`config.mk`:
```
export PLATFORM = sky130hd
export DESIGN_NAME = cpu
export DESIGN_NICKNAME = d
export VERILOG_FILES = /design/src/verilog/cpu_pkg.sv /design/src/verilog/cpu.sv /design/src/verilog/decode_stage.sv /design/src/verilog/execute_stage.sv /design/src/verilog/fetch_stage.sv /design/src/verilog/register_file.sv
export SDC_FILE = /design/constraint.sdc
export NUM_CORES = 1
export LEC_CHECK = 0
export BUFFER_PORTS_ARGS = -buffer_cell sky130_fd_sc_hd__buf_2
export CORE_MARGIN = 2
export CORE_UTILIZATION = 53
export DETAILED_ROUTE_END_ITERATION = 10
export PLACE_DENSITY = 0.78
export SYNTH_ARGS = -nofsm -noshare
export SYNTH_HDL_FRONTEND = slang
export SYNTH_SLANG_ARGS = --single-unit
```
`constraint.sdc`:
```
create_clock -name clock -period 6 [get_ports clock]
set_clock_uncertainty 0.1 [all_clocks]
set_input_delay 1.2 -clock clock [delete_from_list [all_inputs] [get_ports clock]]
set_output_delay 1.2 -clock clock [all_outputs]
set_load 0.005 [all_outputs]
```
`src/verilog/cpu_pkg.sv`:
```
package cpu_pkg;

    // ==================================================
    // Widths
    // ==================================================

    localparam int word_width = 32;
    localparam int reg_count = 8;
    localparam int reg_index_width = 3;
    localparam int imm_width = 16;
    localparam int opcode_width = 5;

    // ==================================================
    // Opcodes and phases
    // ==================================================

    // Codes above op_halt are treated as op_nop by the decoder.
    typedef enum logic [opcode_width-1:0] {
        op_nop   = 5'd0,
        op_add   = 5'd1,
        op_sub   = 5'd2,
        op_and   = 5'd3,
        op_or    = 5'd4,
        op_xor   = 5'd5,
        op_shl   = 5'd6,
        op_shr   = 5'd7,
        op_ldi   = 5'd8,
        op_lui   = 5'd9,
        op_addi  = 5'd10,
        op_cmplt = 5'd11,
        op_cmpeq = 5'd12,
        op_bf    = 5'd13,
        op_jmp   = 5'd14,
        op_st    = 5'd15,
        op_halt  = 5'd16
    } opcode_t;

    typedef enum logic [1:0] {
        phase_fetch     = 2'd0,
        phase_decode    = 2'd1,
        phase_execute   = 2'd2,
        phase_writeback = 2'd3
    } phase_t;

    // ==================================================
    // Structures
    // ==================================================

    // Raw instruction word. The opcode stays raw here so that unknown codes survive.
    typedef struct packed {
        logic [imm_width-1:0]       imm;
        logic [1:0]                 spare;
        logic [reg_index_width-1:0] rb;
        logic [reg_index_width-1:0] ra;
        logic [reg_index_width-1:0] rd;
        logic [opcode_width-1:0]    opcode;
    } instr_t;

    typedef struct packed {
        opcode_t                    opcode;
        logic [reg_index_width-1:0] rd;
        logic [word_width-1:0]      imm;     // Already widened.
        logic [word_width-1:0]      a_value;
        logic [word_width-1:0]      b_value;
        logic                       a_flag;  // Flag of register ra.
    } decoded_t;

    typedef struct packed {
        logic                       reg_write;
        logic [reg_index_width-1:0] rd;
        logic [word_width-1:0]      reg_value;
        logic                       flag_write;
        logic                       flag_value;
        logic                       store;
        logic [word_width-1:0]      store_address;
        logic [word_width-1:0]      store_data;
        logic                       branch_taken;
        logic [word_width-1:0]      branch_target;
        logic                       halt;
    } result_t;

endpackage

```
`src/verilog/cpu.sv`:
```
module cpu (
    input  logic                            clock,
    input  logic                            rst,
    input  logic [cpu_pkg::word_width-1:0]  data,
    output logic [cpu_pkg::word_width-1:0]  data_out,
    output logic [cpu_pkg::word_width-1:0]  address,
    output logic                            rw,
    output logic                            halted
);
    import cpu_pkg::*;

    phase_t                     phase;
    decoded_t                   decoded;
    result_t                    result;
    logic [reg_index_width-1:0] read_a;
    logic [reg_index_width-1:0] read_b;
    logic [word_width-1:0]      a_value;
    logic [word_width-1:0]      b_value;
    logic                       a_flag;

    // Sequencer and sole driver of the memory port.
    fetch_stage u_fetch (
        .clock    (clock),
        .rst      (rst),
        .result   (result),
        .phase    (phase),
        .address  (address),
        .data_out (data_out),
        .rw       (rw),
        .halted   (halted)
    );

    decode_stage u_decode (
        .clock     (clock),
        .rst       (rst),
        .phase     (phase),
        .data      (data),
        .read_a    (read_a),
        .read_b    (read_b),
        .a_value   (a_value),
        .b_value   (b_value),
        .a_flag_in (a_flag),
        .decoded   (decoded)
    );

    register_file u_regs (
        .clock   (clock),
        .rst     (rst),
        .phase   (phase),
        .read_a  (read_a),
        .read_b  (read_b),
        .a_value (a_value),
        .b_value (b_value),
        .a_flag  (a_flag),
        .result  (result)
    );

    execute_stage u_execute (
        .clock   (clock),
        .rst     (rst),
        .phase   (phase),
        .decoded (decoded),
        .result  (result)
    );

endmodule

```
`src/verilog/decode_stage.sv`:
```
module decode_stage (
    input  logic                                 clock,
    input  logic                                 rst,
    input  cpu_pkg::phase_t                      phase,
    input  logic [cpu_pkg::word_width-1:0]       data,
    output logic [cpu_pkg::reg_index_width-1:0]  read_a,
    output logic [cpu_pkg::reg_index_width-1:0]  read_b,
    input  logic [cpu_pkg::word_width-1:0]       a_value,
    input  logic [cpu_pkg::word_width-1:0]       b_value,
    input  logic                                 a_flag_in,
    output cpu_pkg::decoded_t                    decoded
);
    import cpu_pkg::*;

    instr_t                instr;
    opcode_t               opcode;
    logic [word_width-1:0] imm_sext;
    logic [word_width-1:0] imm_zext;
    logic [word_width-1:0] imm_wide;

    // Memory answers the fetch during phase_decode, so the word is used as it arrives.
    assign instr = instr_t'(data);

    assign read_a = instr.ra;
    assign read_b = instr.rb;

    assign imm_sext = {{(word_width-imm_width){instr.imm[imm_width-1]}}, instr.imm};
    assign imm_zext = {{(word_width-imm_width){1'b0}}, instr.imm};

    // ==================================================
    // Opcode check and immediate widening
    // ==================================================

    always_comb begin
        if (instr.opcode <= op_halt) begin
            opcode = opcode_t'(instr.opcode);
        end else begin
            opcode = op_nop;  // Unknown codes do nothing.
        end
    end

    always_comb begin
        case (opcode)
            op_ldi, op_addi: imm_wide = imm_sext;
            default:         imm_wide = imm_zext;  // op_lui, op_bf and op_jmp.
        endcase
    end

    // ==================================================
    // Decode register
    // ==================================================

    always_ff @(posedge clock) begin
        if (rst) begin
            decoded <= '0;
        end else if (phase == phase_decode) begin
            decoded.opcode  <= opcode;
            decoded.rd      <= instr.rd;
            decoded.imm     <= imm_wide;
            decoded.a_value <= a_value;
            decoded.b_value <= b_value;
            decoded.a_flag  <= a_flag_in;
        end
    end

endmodule

```
`src/verilog/execute_stage.sv`:
```
module execute_stage (
    input  logic              clock,
    input  logic              rst,
    input  cpu_pkg::phase_t   phase,
    input  cpu_pkg::decoded_t decoded,
    output cpu_pkg::result_t  result
);
    import cpu_pkg::*;

    result_t               result_next;
    logic [word_width-1:0] a;
    logic [word_width-1:0] b;
    logic [4:0]            shift_amount;

    assign a = decoded.a_value;
    assign b = decoded.b_value;
    assign shift_amount = b[4:0];

    // ==================================================
    // ALU, compares and branch resolution
    // ==================================================

    always_comb begin
        result_next    = '0;
        result_next.rd = decoded.rd;
        case (decoded.opcode)
            op_add: begin
                result_next.reg_write = 1'b1;
                result_next.reg_value = a + b;
            end
            op_sub: begin
                result_next.reg_write = 1'b1;
                result_next.reg_value = a - b;
            end
            op_and: begin
                result_next.reg_write = 1'b1;
                result_next.reg_value = a & b;
            end
            op_or: begin
                result_next.reg_write = 1'b1;
                result_next.reg_value = a | b;
            end
            op_xor: begin
                result_next.reg_write = 1'b1;
                result_next.reg_value = a ^ b;
            end
            op_shl: begin
                result_next.reg_write = 1'b1;
                result_next.reg_value = a << shift_amount;
            end
            op_shr: begin
                result_next.reg_write = 1'b1;
                result_next.reg_value = a >> shift_amount;  // Logical shift.
            end
            op_ldi: begin
                result_next.reg_write = 1'b1;
                result_next.reg_value = decoded.imm;
            end
            op_lui: begin
                result_next.reg_write = 1'b1;
                result_next.reg_value = {decoded.imm[imm_width-1:0],
                                         {(word_width-imm_width){1'b0}}};
            end
            op_addi: begin
                result_next.reg_write = 1'b1;
                result_next.reg_value = a + decoded.imm;
            end
            op_cmplt: begin
                result_next.flag_write = 1'b1;
                result_next.flag_value = (a < b);  // Unsigned.
            end
            op_cmpeq: begin
                result_next.flag_write = 1'b1;
                result_next.flag_value = (a == b);
            end
            op_bf: begin
                result_next.branch_taken  = decoded.a_flag;
                result_next.branch_target = decoded.imm;
            end
            op_jmp: begin
                result_next.branch_taken  = 1'b1;
                result_next.branch_target = decoded.imm;
            end
            op_st: begin
                // Register ra holds the address and rb the data.
                result_next.store         = 1'b1;
                result_next.store_address = a;
                result_next.store_data    = b;
            end
            op_halt: begin
                result_next.halt = 1'b1;
            end
            default: begin
            end
        endcase
    end

    always_ff @(posedge clock) begin
        if (rst) begin
            result <= '0;
        end else if (phase == phase_execute) begin
            result <= result_next;
        end
    end

endmodule

```
`src/verilog/fetch_stage.sv`:
```
module fetch_stage (
    input  logic                            clock,
    input  logic                            rst,
    input  cpu_pkg::result_t                result,
    output cpu_pkg::phase_t                 phase,
    output logic [cpu_pkg::word_width-1:0]  address,
    output logic [cpu_pkg::word_width-1:0]  data_out,
    output logic                            rw,
    output logic                            halted
);
    import cpu_pkg::*;

    logic [word_width-1:0] pc;
    logic                  store_cycle;
    logic [word_width-1:0] pc_next;

    // ==================================================
    // Memory port
    // ==================================================

    // The port belongs to the store only in write-back of an op_st.
    assign store_cycle = (phase == phase_writeback) && result.store;

    assign rw       = store_cycle;
    assign address  = store_cycle ? result.store_address : pc;
    assign data_out = result.store_data;  // Only sampled by memory while rw is high.

    assign pc_next = result.branch_taken ? result.branch_target : pc + 1'b1;

    // ==================================================
    // Phase sequencer and program counter
    // ==================================================

    always_ff @(posedge clock) begin
        if (rst) begin
            phase  <= phase_fetch;
            pc     <= '0;
            halted <= 1'b0;
        end else if (!halted) begin
            case (phase)
                phase_fetch: begin
                    phase <= phase_decode;
                end
                phase_decode: begin
                    phase <= phase_execute;
                end
                phase_execute: begin
                    phase <= phase_writeback;
                end
                phase_writeback: begin
                    phase  <= phase_fetch;
                    pc     <= pc_next;
                    halted <= result.halt;  // Freezes the sequencer at phase_fetch.
                end
                default: begin
                    phase <= phase_fetch;
                end
            endcase
        end
    end

endmodule

```
`src/verilog/register_file.sv`:
```
module register_file (
    input  logic                                 clock,
    input  logic                                 rst,
    input  cpu_pkg::phase_t                      phase,
    input  logic [cpu_pkg::reg_index_width-1:0]  read_a,
    input  logic [cpu_pkg::reg_index_width-1:0]  read_b,
    output logic [cpu_pkg::word_width-1:0]       a_value,
    output logic [cpu_pkg::word_width-1:0]       b_value,
    output logic                                 a_flag,
    input  cpu_pkg::result_t                     result
);
    import cpu_pkg::*;

    logic [word_width-1:0] regs [reg_count];
    logic [reg_count-1:0]  flags;
    logic                  wb_cycle;

    // Reads are combinational so decode sees the previous write-back.
    assign a_value = regs[read_a];
    assign b_value = regs[read_b];
    assign a_flag  = flags[read_a];

    assign wb_cycle = (phase == phase_writeback);

    always_ff @(posedge clock) begin
        if (rst) begin
            for (int i = 0; i < reg_count; i++) begin
                regs[i] <= '0;
            end
            flags <= '0;
        end else if (wb_cycle) begin
            if (result.reg_write) begin
                regs[result.rd] <= result.reg_value;
            end
            if (result.flag_write) begin
                flags[result.rd] <= result.flag_value;  // Flag index is rd as well.
            end
        end
    end

endmodule
```
# ---- Yosys cells after proc, flatten, opt, wreduce, memory -nomap -nowiden
# Memories as Yosys holds them, arrays and structs flattened. A register that Yosys moved wholly into a read port is not among the register bits.
# Cells that the tools add are included.
dict set report op_classes {
  n_eq_ne 22
  mux 27
  reduce_logical 8
  bitwise_logic 4
  order_cmp 5
  addsub 4
  n_shift 2
}
# op count
set op_table {}
lappend op_table {{one-hot mux 32 bit (10 select lines)} 1}
lappend op_table {{two-way mux 32 bit} 4}
lappend op_table {{one-hot mux 33 bit (2 select lines)} 1}
lappend op_table {{two-way mux 65 bit} 1}
lappend op_table {{adder 32 bit} 2}
lappend op_table {{== test 5 x 4 -> 1 bit (second input constant)} 10}
lappend op_table {{adder 32 x 1 -> 32 bit (second input constant)} 1}
lappend op_table {{bitwise AND 32 bit} 1}
lappend op_table {{== test 32 bit} 1}
lappend op_table {{< comparator 32 bit} 1}
lappend op_table {{bitwise OR 32 bit} 1}
lappend op_table {{OR reduction 32 bit} 1}
lappend op_table {{<< shifter 32 x 5 -> 32 bit} 1}
lappend op_table {{>> shifter 32 x 5 -> 32 bit} 1}
lappend op_table {{subtractor 32 bit} 1}
lappend op_table {{XOR 32 bit} 1}
lappend op_table {{== test 5 x 3 -> 1 bit (second input constant)} 4}
lappend op_table {{two-way mux 1 bit} 13}
lappend op_table {{== test 5 x 2 -> 1 bit (second input constant)} 2}
lappend op_table {{OR reduction 10 bit} 1}
lappend op_table {{bitwise mux 8 bit} 1}
lappend op_table {{< comparator 3 x 4 -> 1 bit (second input constant)} 2}
lappend op_table {{one-hot mux 2 bit (4 select lines)} 1}
lappend op_table {{== test 5 x 1 -> 1 bit (second input constant)} 1}
lappend op_table {{other kinds (15)} 18}
dict set report word_totals {
  ram_bits 256
  in_bits 34
  ff_bits 221
  mem_count 1
  elab_cells 92
}
# name words width read_ports rd_clocked_by_memory_dff wr line
set memory_table {}
lappend memory_table {u_regs.regs 8 32 2 2 8 register_file.sv:14} ;# logic [word_width-1:0] regs [reg_count];

# ---- Longest topological paths before layout
dict set report logic_depth {
  depth_word 6
  ltp_mapped 17
}

# ---- By module
# A second synthesis with hierarchy kept.
dict set report hier_totals {
  cells_unflattened 3539
  area_unflattened_um2 33868.7
}
# module seq_area_each_um2 instances cells_per_inst area_each_um2
set modules_own_cells {}
lappend modules_own_cells {execute_stage 2742.6 1 1843 14184.9}
lappend modules_own_cells {register_file 7847.5 1 864 13296.5}
lappend modules_own_cells {decode_stage 1801.7 1 416 3268.1}
lappend modules_own_cells {fetch_stage 700.7 1 416 3119.2}

# ---- Worst setup path after synthesis
# No wires, ideal clock.
dict set report synth_timing {
  path_type {reg-to-reg}
  startpoint {register, netlist name u_decode.decoded[100]}
  endpoint {register, netlist name u_execute.result[131]}
  stages_incl_launch_ff 18
  arrival_ns 4.091
  slack_ns 1.689
  n_path_buf 3
  t_required_ns 5.780
  path_cell_list {dfxtp_1 clkbuf_1 nor2b_1 clkbuf_1 nand3_1 clkbuf_1 mux2_2 ha_1 fa_1 a211oi_2 o211ai_1 a221oi_2 a31oi_1 a211oi_2 o21ai_1 a211oi_2 xnor2_1 a211o_1}
}
dict set report synth_between {
  elab_chain_cells 2
}
# element line
set synth_rtl {}
lappend synth_rtl {{== test 5 x 4 -> 1 bit (tied with other cells)} execute_stage.sv:26} ;# case (decoded.opcode)
lappend synth_rtl {{one-hot mux 32 bit (10 select lines) (*)} execute_stage.sv:26}
# Every way passes the cells marked *; elsewhere a longest branch is shown, timed or not.
# A chain may end at the register's enable or synchronous reset.

# ---- Final worst setup path
dict set report layout_timing {
  startpoint {register, netlist name u_decode.decoded[101]}
  endpoint {register, netlist name u_execute.result[129]}
}
dict set report layout_between {
  elab_chain_cells 2
}
# element line
set layout_rtl {}
lappend layout_rtl {{== test 5 x 4 -> 1 bit (tied with other cells)} execute_stage.sv:26}
lappend layout_rtl {{one-hot mux 32 bit (10 select lines) (*)} execute_stage.sv:26}
# Marks and branches as above.

==> results.toml <==
[floorplanning]
initial_utilization = 0.537
dieArea_um2 = 63300
fp.dieW_um = 252
core-area_um2 = 60500
die_h_um = 252
ios = 100
num_rows = 90

[logic_synthesis]
synth_top_area_cell = "edfxtp_1"
synth_top_cells_by_count = "nor2_1, and2_1, edfxtp_1"
synthArstFlopShare = 0
syn_inst = 3075
synth_area_um2 = 32500
syn-num-nets = 3251
synthFlopType = "edfxtp_1"
yosysUniqueCellTypes = 90
yosys.area.top_type_share = 0.237
synth_edf_count = 256
synthTopCellsByArea = "edfxtp_1, dfxtp_1, mux4_2"
ys_ff_latch = 511
yosysMostFrequentCell = "nor2_1"
synth.avg_cell_area_um2 = 10.6
yosys_warnings = 0
ys_seq_area_frac = 0.394

[detailed_routing]
drc = 0
wl_per_cell_um = 30.3
vias = 26600
drt_iter0_markers = 3466
dr_wl_met2_mm = 52.5
top_layer = "met5"
dr.pass1.iters = 6
vias_per_cell = 6.91
met3WireLength_mm = 12.7
drtAntennaViolNets = 0
drt-met1-wl_mm = 45.6
drt_wl_total_mm = 116

[sta]
setup_viol = 0
rsz0062_at_grt = "no"
tns_ns = 0
min_period_ns = 5.09
slew_viol_final = 0
timing.fmax_mhz = 196
max-slew-margin-rel = 0.192
post-route-period-util = 0.848
worstMarginPinSlew_ns = 1.21
hold_viol = 0

[global_routing]
grt_pass1_wl_mm = 170
grt_usage = 0.364
antenna_found_initial = 2
grt_overflow = 0
grt_pass1_vias = 25800
grt_max_degree = 101

[placement]
hpwl_mm = 80.2
place_area_um2 = 33400
routabilityCongestion = 1.02
port_buffers = 97
placed_cells = 3746

[hold_path]
holdCritStartpoint = "u_execute.result[98]"
hold_path_class = "reg -> reg"

[cts]
cts_tree = "built"
numCtsBuffers = 54
cts_root_buffer = "clkbuf_16"
cts_max_path_buffers = 3
ctsResizeCount = 0
cts_max_level = 2
clock-sinks = 511
cts.clk_slew.worst_paths_ns = 0.06
holdBufCountCts = 0
insertion_delay_ns = 0.67
post_cts_buffers = 0

[critical_path]
cp.arrival_ns = 5.55
cp-start-kind = "flop"
r2r-start = "u_decode.decoded[101]"
crit_required_ns = 6.46
path_max_fanout = 32
path_class = "reg -> reg"
endpoint_kind = "flop"
crit_path_start = "u_decode.decoded[101]"

[run_status]
outcome = "complete, no violations"

[finish]
areaGrowthSynthToFinish_pct = 8.46
fin_area_um2 = 35200
drive_gt1_frac = 0.184
fin_nets = 3196
finalNonFillerCells = 3850

[job]
cap_viol_max_count = 0

[pwr]
p_leak_uw = 0.0134
peakVddDrop_mv = 0.280
p_per_area_nw_per_um2 = 363
critical path, stage by stage, from the launching register on:
cell and delay, ns:
dfxtp_1 0.55, nor2b_1 0.50, nand3_1 0.18, buf_4 0.30
mux2_2 0.35, fa_1 0.45, a211oi_2 0.25, o211ai_1 0.16
a221oi_2 0.40, a31oi_1 0.21, a211oi_2 0.59, o31a_1 0.33
mux2_2 0.40, nand4_1 0.11, a2bb2oi_2 0.13
layer usage:
layer  track usage  up-vias
met3        0.0865      317
met2         0.567     1642
met1         0.484    13200
li1              -    11400
met4         0.165        2
met5             0        -
final timing paths:
kind,to,slack (ns),depth (start not counted)
worst max register to register,u_execute.result[129],0.91,14
worst min register to register,u_execute.result[98],0.36,1
worst max-delay path,u_execute.result[129],0.91,14
worst min-delay path,u_execute.result[98],0.36,1
logic make-up (layout without fill, tap and decap cells):
kind of cell | count (synthesis) | after routing | synth area share
AOI/OAI and AO/OA | 714 | 714 | 0.155
xor gates and xnor gates | 46 | 46 | 0.0124
adders and majority gates | 142 | 142 | 0.0552
buffers and inverters | 380 | 371 | 0.0494
DFF | 511 | 511 | 0.394
muxes | 384 | 384 | 0.194
other | 0 | 2 | 0
and+or+nand+nor | 898 | 898 | 0.140
power by group:
group          total [uW]  internal, uW  switching [uW]
sequential           4460          3880             580
combinational        4860          1810            3050
clock                3470          1980            1490
total               12800          7670            5110
sequential cells by signal, summed over array words and instances (netlist names):
register / count
u_regs.regs: 256
u_fetch.halted: 1
u_regs.flags: 8
u_fetch.pc: 32
u_decode.decoded: 90
u_fetch.phase: 2
u_execute.result: 122
layout by cell type, fill, tap and decap left out, types with 22 or more instances in the layout:
cell	instances
nand3_1	47
o211ai_1	22
nand2_1	128
a22o_1	88
mux4_2	192
clkbuf_16	54
inv_1	97
a21o_1	26
nand4_1	23
a221oi_1	31
buf_4	73
edfxtp_1	256
and2_1	265
dfxtp_1	251
o21ai_0	98
xnor2_1	36
a22oi_1	28
mux2_2	56
nor3_1	35
a31oi_1	24
buf_2	94
mux2i_1	136
a211oi_1	86
a21oi_1	165
ha_1	139
nor2_1	275
per-stage QoR:
stage	setup WS [ns]	hold WS, ns	total power [uW]	util
floorplan	1.69	0.326	7530	-
global placement	1.16	0.337	9110	0.552
detailed placement	1.07	0.339	9160	0.552
CTS	1.01	0.362	12600	0.582
global route	0.800	0.384	13200	0.582
finish	0.909	0.361	12800	0.582
layout make-up:
type | instances | area (um^2)
Inverter | 101 | 379
Fill cell | 4958 | 25200
Timing Repair Buffer | 168 | 1040
Tap cell | 782 | 978
Sequential cell | 511 | 12800
Multi-Input combinational cell | 2184 | 18200
Clock buffer | 78 | 1510
Antenna cell | 2 | 5.00
Clock inverter | 24 | 319
Note: power is estimated with default switching activity, not from simulation.
